--- src/hdl/kbd_pkg.sv ---
// ~~~~~~~~~~~~~~~~~~~~~~~~~~~~~~~~~~~~~~~~
// keyboard side constants
// scan byte and keycode widths and the
// AT prefix bytes seen on the PS/2 line.
// ~~~~~~~~~~~~~~~~~~~~~~~~~~~~~~~~~~~~~~~~

package kbd_pkg;

   // width of one scan byte from the keyboard.
   parameter int SCAN_W = 8;

   // width of one lisp-machine keycode.
   parameter int KEY_W = 8;

   // extended key prefix.
   parameter logic [SCAN_W-1:0] PREFIX_EXT = 8'hE0;

   // break prefix, the key was released.
   parameter logic [SCAN_W-1:0] PREFIX_BRK = 8'hF0;

endpackage

--- src/hdl/wb_pkg.sv ---
// ~~~~~~~~~~~~~~~~~~~~~~~~~~~~~~~~~~~~~~~~
// host bus constants
// widths, register map and status bits.
// ~~~~~~~~~~~~~~~~~~~~~~~~~~~~~~~~~~~~~~~~

package wb_pkg;

   parameter int ADR_W = 2;
   parameter int DAT_W = 16;

   parameter logic [ADR_W-1:0] REG_DATA   = 2'd0;
   parameter logic [ADR_W-1:0] REG_STATUS = 2'd1;

   // status word layout, the count sits in the upper byte.
   parameter int ST_NONEMPTY = 0;
   parameter int ST_PARITY   = 1;
   parameter int ST_OVERFLOW = 2;
   parameter int ST_COUNT_LO = 8;

endpackage

--- src/hdl/kbd_top.sv ---
// ~~~~~~~~~~~~~~~~~~~~~~~~~~~~~~~~~~~~~~~~
// keyboard front end
// PS/2 receiver, converter, keycode FIFO
// and Wishbone host port.
// ~~~~~~~~~~~~~~~~~~~~~~~~~~~~~~~~~~~~~~~~
`timescale 1ns/1ps

module kbd_top
#(
   parameter int fifo_depth = 4
)
(
   input  logic                     clk,
   input  logic                     reset,
   input  logic                     ps2_clk,
   input  logic                     ps2_data,
   input  logic                     wb_cyc,
   input  logic                     wb_stb,
   input  logic                     wb_we,
   input  logic [wb_pkg::ADR_W-1:0] wb_adr,
   input  logic [wb_pkg::DAT_W-1:0] wb_dat_i,
   output logic [wb_pkg::DAT_W-1:0] wb_dat_o,
   output logic                     wb_ack,
   output logic                     irq
);

   logic                       code_strobe;
   logic [kbd_pkg::SCAN_W-1:0] code;
   logic                       parity_error;
   logic [kbd_pkg::SCAN_W:0]   rom_addr;
   logic [kbd_pkg::KEY_W-1:0]  rom_data;
   logic                       strobe_out;
   logic [kbd_pkg::KEY_W-1:0]  keycode;
   logic                       pop;
   logic                       clear_overflow;
   logic [kbd_pkg::KEY_W-1:0]  head;
   logic                       empty;
   logic [7:0]                 count;
   logic                       overflow;

   ps2_receiver u_receiver
   (
      .clk          (clk),
      .reset        (reset),
      .ps2_clk      (ps2_clk),
      .ps2_data     (ps2_data),
      .code_strobe  (code_strobe),
      .code         (code),
      .parity_error (parity_error)
   );

   scancode_convert u_convert
   (
      .clk        (clk),
      .reset      (reset),
      .strobe_in  (code_strobe),
      .code_in    (code),
      .rom_data   (rom_data),
      .rom_addr   (rom_addr),
      .strobe_out (strobe_out),
      .keycode    (keycode)
   );

   scancode_rom u_rom
   (
      .addr (rom_addr),
      .data (rom_data)
   );

   key_fifo #(.fifo_depth(fifo_depth)) u_fifo
   (
      .clk            (clk),
      .reset          (reset),
      .push           (strobe_out),
      .din            (keycode),
      .pop            (pop),
      .clear_overflow (clear_overflow),
      .head           (head),
      .empty          (empty),
      .count          (count),
      .overflow       (overflow)
   );

   wb_key_port u_port
   (
      .clk            (clk),
      .reset          (reset),
      .wb_cyc         (wb_cyc),
      .wb_stb         (wb_stb),
      .wb_we          (wb_we),
      .wb_adr         (wb_adr),
      .wb_dat_i       (wb_dat_i),
      .head           (head),
      .empty          (empty),
      .count          (count),
      .overflow       (overflow),
      .parity_error   (parity_error),
      .wb_dat_o       (wb_dat_o),
      .wb_ack         (wb_ack),
      .pop            (pop),
      .clear_overflow (clear_overflow),
      .irq            (irq)
   );

endmodule

--- src/hdl/key_fifo.sv ---
// ~~~~~~~~~~~~~~~~~~~~~~~~~~~~~~~~~~~~~~~~
// keycode FIFO
// circular buffer with count and a sticky
// overflow flag for dropped writes.
// ~~~~~~~~~~~~~~~~~~~~~~~~~~~~~~~~~~~~~~~~
`timescale 1ns/1ps

module key_fifo
#(
   parameter int fifo_depth = 4
)
(
   input  logic                      clk,
   input  logic                      reset,
   input  logic                      push,
   input  logic [kbd_pkg::KEY_W-1:0] din,
   input  logic                      pop,
   input  logic                      clear_overflow,
   output logic [kbd_pkg::KEY_W-1:0] head,
   output logic                      empty,
   output logic [7:0]                count,
   output logic                      overflow
);

   localparam int ptr_w = $clog2(fifo_depth);

   logic [kbd_pkg::KEY_W-1:0] mem [fifo_depth];
   logic [ptr_w-1:0]          wr_ptr;
   logic [ptr_w-1:0]          rd_ptr;
   logic                      full;
   logic                      do_push;
   logic                      do_pop;

   assign empty   = (count == 8'd0);
   assign full    = (count == 8'(fifo_depth));
   assign do_push = push & ~full;
   assign do_pop  = pop & ~empty;
   assign head    = mem[rd_ptr];

   always_ff @(posedge clk)
   begin
      if (reset)
      begin
         wr_ptr   <= '0;
         rd_ptr   <= '0;
         count    <= 8'd0;
         overflow <= 1'b0;
      end
      else
      begin
         if (do_push)
            wr_ptr <= wr_ptr + ptr_w'(1);
         if (do_pop)
            rd_ptr <= rd_ptr + ptr_w'(1);
         if (do_push && !do_pop)
            count <= count + 8'd1;
         else if (do_pop && !do_push)
            count <= count - 8'd1;
         // a dropped key wins over a clear in the same cycle.
         if (push && full)
            overflow <= 1'b1;
         else if (clear_overflow)
            overflow <= 1'b0;
      end
   end

   always_ff @(posedge clk)
   begin
      if (do_push)
         mem[wr_ptr] <= din;
   end

endmodule

--- src/hdl/ps2_receiver.sv ---
// ~~~~~~~~~~~~~~~~~~~~~~~~~~~~~~~~~~~~~~~~
// PS/2 receiver
// deserializes 11-bit keyboard frames and
// checks start, odd parity and stop bits.
// ~~~~~~~~~~~~~~~~~~~~~~~~~~~~~~~~~~~~~~~~
`timescale 1ns/1ps

module ps2_receiver
(
   input  logic                       clk,
   input  logic                       reset,
   input  logic                       ps2_clk,
   input  logic                       ps2_data,
   output logic                       code_strobe,
   output logic [kbd_pkg::SCAN_W-1:0] code,
   output logic                       parity_error
);

   localparam logic [3:0] last_bit = 4'd10;

   logic [1:0]                 clk_sync;
   logic [1:0]                 data_sync;
   logic                       clk_prev;
   logic                       fall;
   logic [3:0]                 bit_cnt;
   // data bits in the low byte, parity in the top bit.
   logic [kbd_pkg::SCAN_W:0]   shift;
   logic                       frame_ok;

   assign fall = clk_prev & ~clk_sync[1];

   // data bits and parity must hold an odd number of ones.
   assign frame_ok = (^shift) & data_sync[1];

   // ~~~~~~~~~~~~~~~~~~~~~~~~~~~~~~~~~~~~~~~~
   // synchronizers and edge detect
   // ~~~~~~~~~~~~~~~~~~~~~~~~~~~~~~~~~~~~~~~~
   always_ff @(posedge clk)
   begin
      if (reset)
      begin
         clk_sync  <= 2'b11;
         data_sync <= 2'b11;
         clk_prev  <= 1'b1;
      end
      else
      begin
         clk_sync  <= {clk_sync[0], ps2_clk};
         data_sync <= {data_sync[0], ps2_data};
         clk_prev  <= clk_sync[1];
      end
   end

   // ~~~~~~~~~~~~~~~~~~~~~~~~~~~~~~~~~~~~~~~~
   // bit counter and frame check
   // ~~~~~~~~~~~~~~~~~~~~~~~~~~~~~~~~~~~~~~~~
   always_ff @(posedge clk)
   begin
      if (reset)
      begin
         bit_cnt      <= 4'd0;
         code_strobe  <= 1'b0;
         parity_error <= 1'b0;
      end
      else
      begin
         code_strobe  <= 1'b0;
         parity_error <= 1'b0;
         if (fall)
         begin
            // a high level at bit 0 is no start bit, so wait for one.
            if (bit_cnt == last_bit)
            begin
               bit_cnt      <= 4'd0;
               code_strobe  <= frame_ok;
               parity_error <= ~frame_ok;
            end
            else if (bit_cnt != 4'd0 || !data_sync[1])
               bit_cnt <= bit_cnt + 4'd1;
         end
      end
   end

   always_ff @(posedge clk)
   begin
      if (fall && bit_cnt != last_bit)
         shift <= {data_sync[1], shift[kbd_pkg::SCAN_W:1]};
      if (fall && bit_cnt == last_bit)
         code <= shift[kbd_pkg::SCAN_W-1:0];
   end

endmodule

--- src/hdl/scancode_convert.sv ---
// ~~~~~~~~~~~~~~~~~~~~~~~~~~~~~~~~~~~~~~~~
// scan code converter
// prefix FSM turning AT scan sequences
// into lisp-machine keycode strobes.
// ~~~~~~~~~~~~~~~~~~~~~~~~~~~~~~~~~~~~~~~~
`timescale 1ns/1ps

module scancode_convert
(
   input  logic                       clk,
   input  logic                       reset,
   input  logic                       strobe_in,
   input  logic [kbd_pkg::SCAN_W-1:0] code_in,
   input  logic [kbd_pkg::KEY_W-1:0]  rom_data,
   output logic [kbd_pkg::SCAN_W:0]   rom_addr,
   output logic                       strobe_out,
   output logic [kbd_pkg::KEY_W-1:0]  keycode
);

   localparam logic [2:0] IDLE    = 3'd0;
   localparam logic [2:0] EXT     = 3'd1;
   localparam logic [2:0] BRK     = 3'd2;
   localparam logic [2:0] RELEASE = 3'd3;
   localparam logic [2:0] CONVERT = 3'd4;
   localparam logic [2:0] STROBE  = 3'd5;

   logic [2:0]                 state;
   logic [2:0]                 next_state;
   logic                       ext_flag;
   logic                       brk_flag;
   logic [kbd_pkg::SCAN_W-1:0] sc;

   assign rom_addr   = {ext_flag, sc};
   assign strobe_out = (state == STROBE);

   // prefix states last one cycle and leave their flag behind.
   always_comb
   begin
      next_state = IDLE;
      case (state)
         IDLE:
         begin
            next_state = IDLE;
            if (strobe_in)
            begin
               if (code_in == kbd_pkg::PREFIX_EXT)
                  next_state = EXT;
               else if (code_in == kbd_pkg::PREFIX_BRK)
                  next_state = BRK;
               else if (brk_flag)
                  next_state = RELEASE;
               else
                  next_state = CONVERT;
            end
         end
         CONVERT: next_state = STROBE;
         default: next_state = IDLE;
      endcase
   end

   always_ff @(posedge clk)
   begin
      if (reset)
      begin
         state    <= IDLE;
         ext_flag <= 1'b0;
         brk_flag <= 1'b0;
      end
      else
      begin
         state <= next_state;
         if (state == EXT)
            ext_flag <= 1'b1;
         if (state == BRK)
            brk_flag <= 1'b1;
         // a release or a converted key ends the sequence.
         if (state == RELEASE || state == CONVERT)
         begin
            ext_flag <= 1'b0;
            brk_flag <= 1'b0;
         end
      end
   end

   always_ff @(posedge clk)
   begin
      if (state == IDLE && strobe_in)
         sc <= code_in;
      if (state == CONVERT)
         keycode <= rom_data;
   end

endmodule

--- src/hdl/scancode_rom.sv ---
// ~~~~~~~~~~~~~~~~~~~~~~~~~~~~~~~~~~~~~~~~
// scan code table
// maps {extended, scan byte} to keycode.
// ~~~~~~~~~~~~~~~~~~~~~~~~~~~~~~~~~~~~~~~~
`timescale 1ns/1ps

module scancode_rom
(
   input  logic [kbd_pkg::SCAN_W:0]  addr,
   output logic [kbd_pkg::KEY_W-1:0] data
);

   always_comb
   begin
      case (addr)
         // plain make codes.
         {1'b0, 8'h1C}: data = 8'd23;
         {1'b0, 8'h32}: data = 8'd24;
         {1'b0, 8'h21}: data = 8'd25;
         // return
         {1'b0, 8'h5A}: data = 8'd46;
         // space
         {1'b0, 8'h29}: data = 8'd77;
         // left shift
         {1'b0, 8'h12}: data = 8'd3;

         // E0 prefixed keys, the arrows and the left gui key.
         {1'b1, 8'h75}: data = 8'd106;
         {1'b1, 8'h72}: data = 8'd66;
         {1'b1, 8'h1F}: data = 8'd51;

         default:       data = '0;
      endcase
   end

endmodule

--- src/hdl/wb_key_port.sv ---
// ~~~~~~~~~~~~~~~~~~~~~~~~~~~~~~~~~~~~~~~~
// Wishbone key port
// data and status registers for the host,
// sticky error flags and the interrupt.
// ~~~~~~~~~~~~~~~~~~~~~~~~~~~~~~~~~~~~~~~~
`timescale 1ns/1ps

module wb_key_port
(
   input  logic                      clk,
   input  logic                      reset,
   input  logic                      wb_cyc,
   input  logic                      wb_stb,
   input  logic                      wb_we,
   input  logic [wb_pkg::ADR_W-1:0]  wb_adr,
   input  logic [wb_pkg::DAT_W-1:0]  wb_dat_i,
   input  logic [kbd_pkg::KEY_W-1:0] head,
   input  logic                      empty,
   input  logic [7:0]                count,
   input  logic                      overflow,
   input  logic                      parity_error,
   output logic [wb_pkg::DAT_W-1:0]  wb_dat_o,
   output logic                      wb_ack,
   output logic                      pop,
   output logic                      clear_overflow,
   output logic                      irq
);

   logic                     request;
   logic                     clear_parity;
   logic                     parity_sticky;
   logic [wb_pkg::DAT_W-1:0] status_word;

   // the ack cycle itself is never a new request.
   assign request = wb_cyc & wb_stb & ~wb_ack;

   assign pop = request & ~wb_we & (wb_adr == wb_pkg::REG_DATA) & ~empty;
   assign clear_overflow = request & wb_we & (wb_adr == wb_pkg::REG_STATUS)
                           & wb_dat_i[wb_pkg::ST_OVERFLOW];
   assign clear_parity   = request & wb_we & (wb_adr == wb_pkg::REG_STATUS)
                           & wb_dat_i[wb_pkg::ST_PARITY];

   assign irq = ~empty;

   always_comb
   begin
      status_word = '0;
      status_word[wb_pkg::ST_NONEMPTY] = ~empty;
      status_word[wb_pkg::ST_PARITY]   = parity_sticky;
      status_word[wb_pkg::ST_OVERFLOW] = overflow;
      status_word[wb_pkg::ST_COUNT_LO +: 8] = count;
   end

   always_ff @(posedge clk)
   begin
      if (reset)
      begin
         wb_ack        <= 1'b0;
         parity_sticky <= 1'b0;
      end
      else
      begin
         wb_ack <= request;
         if (parity_error)
            parity_sticky <= 1'b1;
         else if (clear_parity)
            parity_sticky <= 1'b0;
      end
   end

   // read data is captured on the same edge that pops the FIFO.
   always_ff @(posedge clk)
   begin
      if (request && !wb_we)
      begin
         if (wb_adr == wb_pkg::REG_STATUS)
            wb_dat_o <= status_word;
         else if (wb_adr == wb_pkg::REG_DATA && !empty)
            wb_dat_o <= wb_pkg::DAT_W'(head);
         else
            wb_dat_o <= '0;
      end
   end

endmodule

--- config.mk ---
export PLATFORM = sky130hd
export DESIGN_NAME = kbd_top
export DESIGN_NICKNAME = d
export VERILOG_FILES = /design/src/hdl/kbd_pkg.sv /design/src/hdl/wb_pkg.sv /design/src/hdl/kbd_top.sv /design/src/hdl/key_fifo.sv /design/src/hdl/ps2_receiver.sv /design/src/hdl/scancode_convert.sv /design/src/hdl/scancode_rom.sv /design/src/hdl/wb_key_port.sv
export SDC_FILE = /design/constraint.sdc
export NUM_CORES = 1
export LEC_CHECK = 0
export BUFFER_PORTS_ARGS = -buffer_cell sky130_fd_sc_hd__buf_2
export CAP_MARGIN = 10
export CORE_MARGIN = 1.5
export CORE_UTILIZATION = 53
export DETAILED_ROUTE_END_ITERATION = 10
export PLACE_DENSITY = 0.8
export SETUP_SLACK_MARGIN = 0.2
export SKIP_LAST_GASP = 1
export SLEW_MARGIN = 20
export SYNTH_ARGS = -nofsm -noshare
export SYNTH_HDL_FRONTEND = slang
export SYNTH_SLANG_ARGS = --single-unit
--- constraint.sdc ---
create_clock -name clk -period 3.8 [get_ports clk]
set_input_delay 0 -clock clk [delete_from_list [all_inputs] [get_ports clk]]
set_output_delay 0 -clock clk [all_outputs]
set_load 0.05 [all_outputs]
==> metrics.txt <==
outcome=complete, no violations; Area Growth Syn to Fin=11.79%; area of the multi-input gates=1562 µm²; ys async rst share=0%; most used cell, CP=ha_1; Bufs on Longest Clock Path=2; first-pass GRT wire length=about 13000 µm; Detailed Place HPWL=5292 µm; CP Launch Type=flip-flop; row cnt=33; setup violators final=0; vias in the first global route=2748; final instance area=around 5100 µm²; Synth Area per Inst=12.97 µm²; FF-to-FF path depth=11; Ys Warns=0; hold path startpoint=reset; ranking of synthesized cells by area=edfxtp_1 49%, dfxtp_1 15%, mux4_2 3.5%; leakage=1.823 nW; core area=a little over 8000 µm²; Ports=43; fmax=between 300 and 400 MHz; register bit total from synthesis=108; Iter 0 DRT Violations=around 140; die width=roughly 96 µm; post-DR vias/cell=5.542; crit path DAT=3560 ps; Vias=between 2000 and 3000; RSZ-0062 raised after global routing=no; root buffer cell=clkbuf_8; min-delay worst type=input pin to flip-flop; minimum clock period=about 3300 ps; GRT Overall Usage=about 18%; DRT Pass-1 Iters=4; worst min-delay path endpoint=u_fifo.count[0]; clock transition at the registers of the reported paths=approximately 120 ps; Net count, final=430; Slew headroom=38.53%; CP cell instances=nor3_2 -> a311o_2 -> nand2b_1 -> ha_1 -> inv_1 -> ha_1 -> a211oi_1 -> o21bai_1 -> or3_1 -> a21o_1 -> mux2_4; share of cells above drive strength 1=16.62%; WS Path Type=flip-flop to flip-flop; Reg area=2913 µm²; crit end category=flip-flop; Setup TNS=0 ps; Clock Sinks=108; max_cap viols=0; Clock Latency Late Sink=roughly 360 ps; FF-to-FF End=u_fifo.count[7]; Critical Path Max Stage Delay=480 ps; Peak supply drop=approximately 0.0003 V; buffers added on ports=27; post-synth top area share=between 40 and 50%; Power, Total=between 1.5 and 2 mW; final core utilization=between 60% and 70%; EDFF count, synth=75; Final Hold Fails=0; dominant cell type by area after synthesis=edfxtp_1; prevailing post-synth register cell=edfxtp_1; Syn Nets=approximately 390; Worst Hold Depth=2; worst-path fanout max=9; largest net degree at the start of global routing=34; sequential share of the synthesized area=between 60% and 70%; remaining antenna violation count=0; H-Tree Depth=3; pins over their slew limit=0; CP max stage cell=a311o_2; CP required=roughly 4000 ps; Die H=approximately 96 µm; Slew @ Worst Pin=around 900 ps; most common cell in the netlist=edfxtp_1; placed inst area=roughly 4800 µm²; Cell variety after synth=56; Mapped Area=roughly 4600 µm²; grt ovf=0; initial antenna violation count=0; Synth Instances=approximately 350; Detailed Route WL=7449 µm; Ant. Diodes=0; drt drc=0; CTS tree=yes; Reg2Reg Setup Slack=around 490 ps; Commonest cells post-synth=75 x edfxtp_1, 33 x dfxtp_1, 27 x nor2_1; detail-routed net length per standard cell=~15 µm; die area=between 9000 and 10000 µm²; Final Skew=14.35 ps; fin crit share=87.09%; Worst R2R Start=u_fifo.count[0]; Post-CTS Setup Repair Bufs=0; Num CTS Buffers=9; Fill cells=between 600 and 700; Initial Utilization=a little under three fifths; gpl congestion=0.9035; PD cells=about 390 nW/µm²
## cells in the final DEF, fill, tap and decap left out, drive strengths merged, types with 4 or more instances in the layout
master / Yosys / layout
or2: 5 / 5
nor3: 11 / 11
nor3b: 5 / 5
nor2: 28 / 28
nor4: 4 / 4
xnor2: 6 / 6
nand2: 20 / 20
o21ai: 14 / 14
a21boi: 4 / 4
nor2b: 9 / 9
nand4: 6 / 6
and3: 4 / 4
dfxtp: 33 / 33
a21oi: 11 / 11
edfxtp: 75 / 75
nand3: 11 / 11
and2: 16 / 16
buf: 4 / 30
ha: 12 / 12
nand2b: 5 / 5
and2b: 4 / 4
xor2: 5 / 5
mux4: 7 / 7
nor4b: 4 / 4
inv: 12 / 16
clkbuf: 5 / 9
dlygate4sd3: 0 / 9
## metrics by stage
stage / worst slack (ps) / hold slack (ps) / instances
CTS: 420.9 / 84.13 / 502
floorplan: 389.7 / 103.8 / 351
global placement: 493.3 / 187.2 / 477
detailed placement: 452.3 / 186.2 / 477
finish: 490.4 / 89.87 / 502
global route: 312.3 / 109.8 / 502
## kinds of logic after synthesis
group                      count (synthesis)  synth area share [%]
muxes                                      9                 4.013
AOI/OAI and AO/OA                         48                 6.680
buffers and inverters                     21                 1.842
xor gates and xnor gates                  12                 2.611
DFF                                      108                 63.99
and+or+nand+nor                          139                 17.04
adders and majority gates                 13                 3.738
other                                      1               0.08238
## layer usage
| metal | global-route usage, % | part of all wire, % | up-vias |
|---|---|---|---|
| met5 | 0 | 0 | - |
| met3 | 3.190 | 3.2 | 6 |
| li1 | - | - | 1369 |
| met1 | 22.49 | 44 | 1361 |
| met2 | 31.51 | 52 | 46 |
| met4 | 6.863 | 0.91 | 0 |
## worst max path at each step
stage | startpoint | end | cells after the start
final | u_fifo.count[0] | u_fifo.count[7] | 11
after global routing | u_fifo.count[0] | u_fifo.count[7] | 11
after CTS | u_fifo.count[4] | u_fifo.count[7] | 11
after detailed placement | u_fifo.count[4] | u_fifo.count[7] | 11
after global placement | u_fifo.count[4] | u_fifo.count[7] | 11
after floorplan | u_port.wb_ack | u_fifo.count[7] | 10
## final cells by class
type	count	area share, %
Sequential cell	108	57.24
Clock buffer	9	2.434
Multi-Input combinational cell	222	30.69
Tap cell	105	2.582
Timing Repair Buffer	39	4.868
Inverter	12	0.8852
Clock inverter	7	1.303
## worst max-delay path: cells and delay by family, from the launching register on
family          cells  cell delay (ps)
mux                 1              290
simple gates        3              620
compound gates      4             1000
buf+inv             1              210
flops               1              460
fa+ha+maj           2              600
## power by group
group | leakage [nW] | internal (mW) | total (mW) | switching [mW]
registers | 0.945 | 1.25 | 1.26 | 0.00443
clock network | 0.0982 | 0.256 | 0.674 | 0.417
logic | 0.779 | 0.0214 | 0.0589 | 0.0375
total | 1.82 | 1.53 | 1.99 | 0.459
## sequential cells by signal, indices dropped and copies added (netlist names), 2 cells and up, named ones only
register	flops
u_convert.keycode	7
u_fifo.wr_ptr	2
u_convert.state	3
u_receiver.data_sync	2
u_receiver.clk_sync	2
u_receiver.shift	9
u_convert.sc	8
u_port.wb_dat_o	15
u_receiver.code	8
u_fifo.mem	28
u_fifo.count	8
u_receiver.bit_cnt	4
u_fifo.rd_ptr	2
## what timing repair did
action,CTS,global route
hold buffers,9,0
gates resized for setup,0,1
setup endpoints to repair,0,1
endpoints found under the hold margin,6,0
No activity file was read; power rests on OpenSTA's default activity.
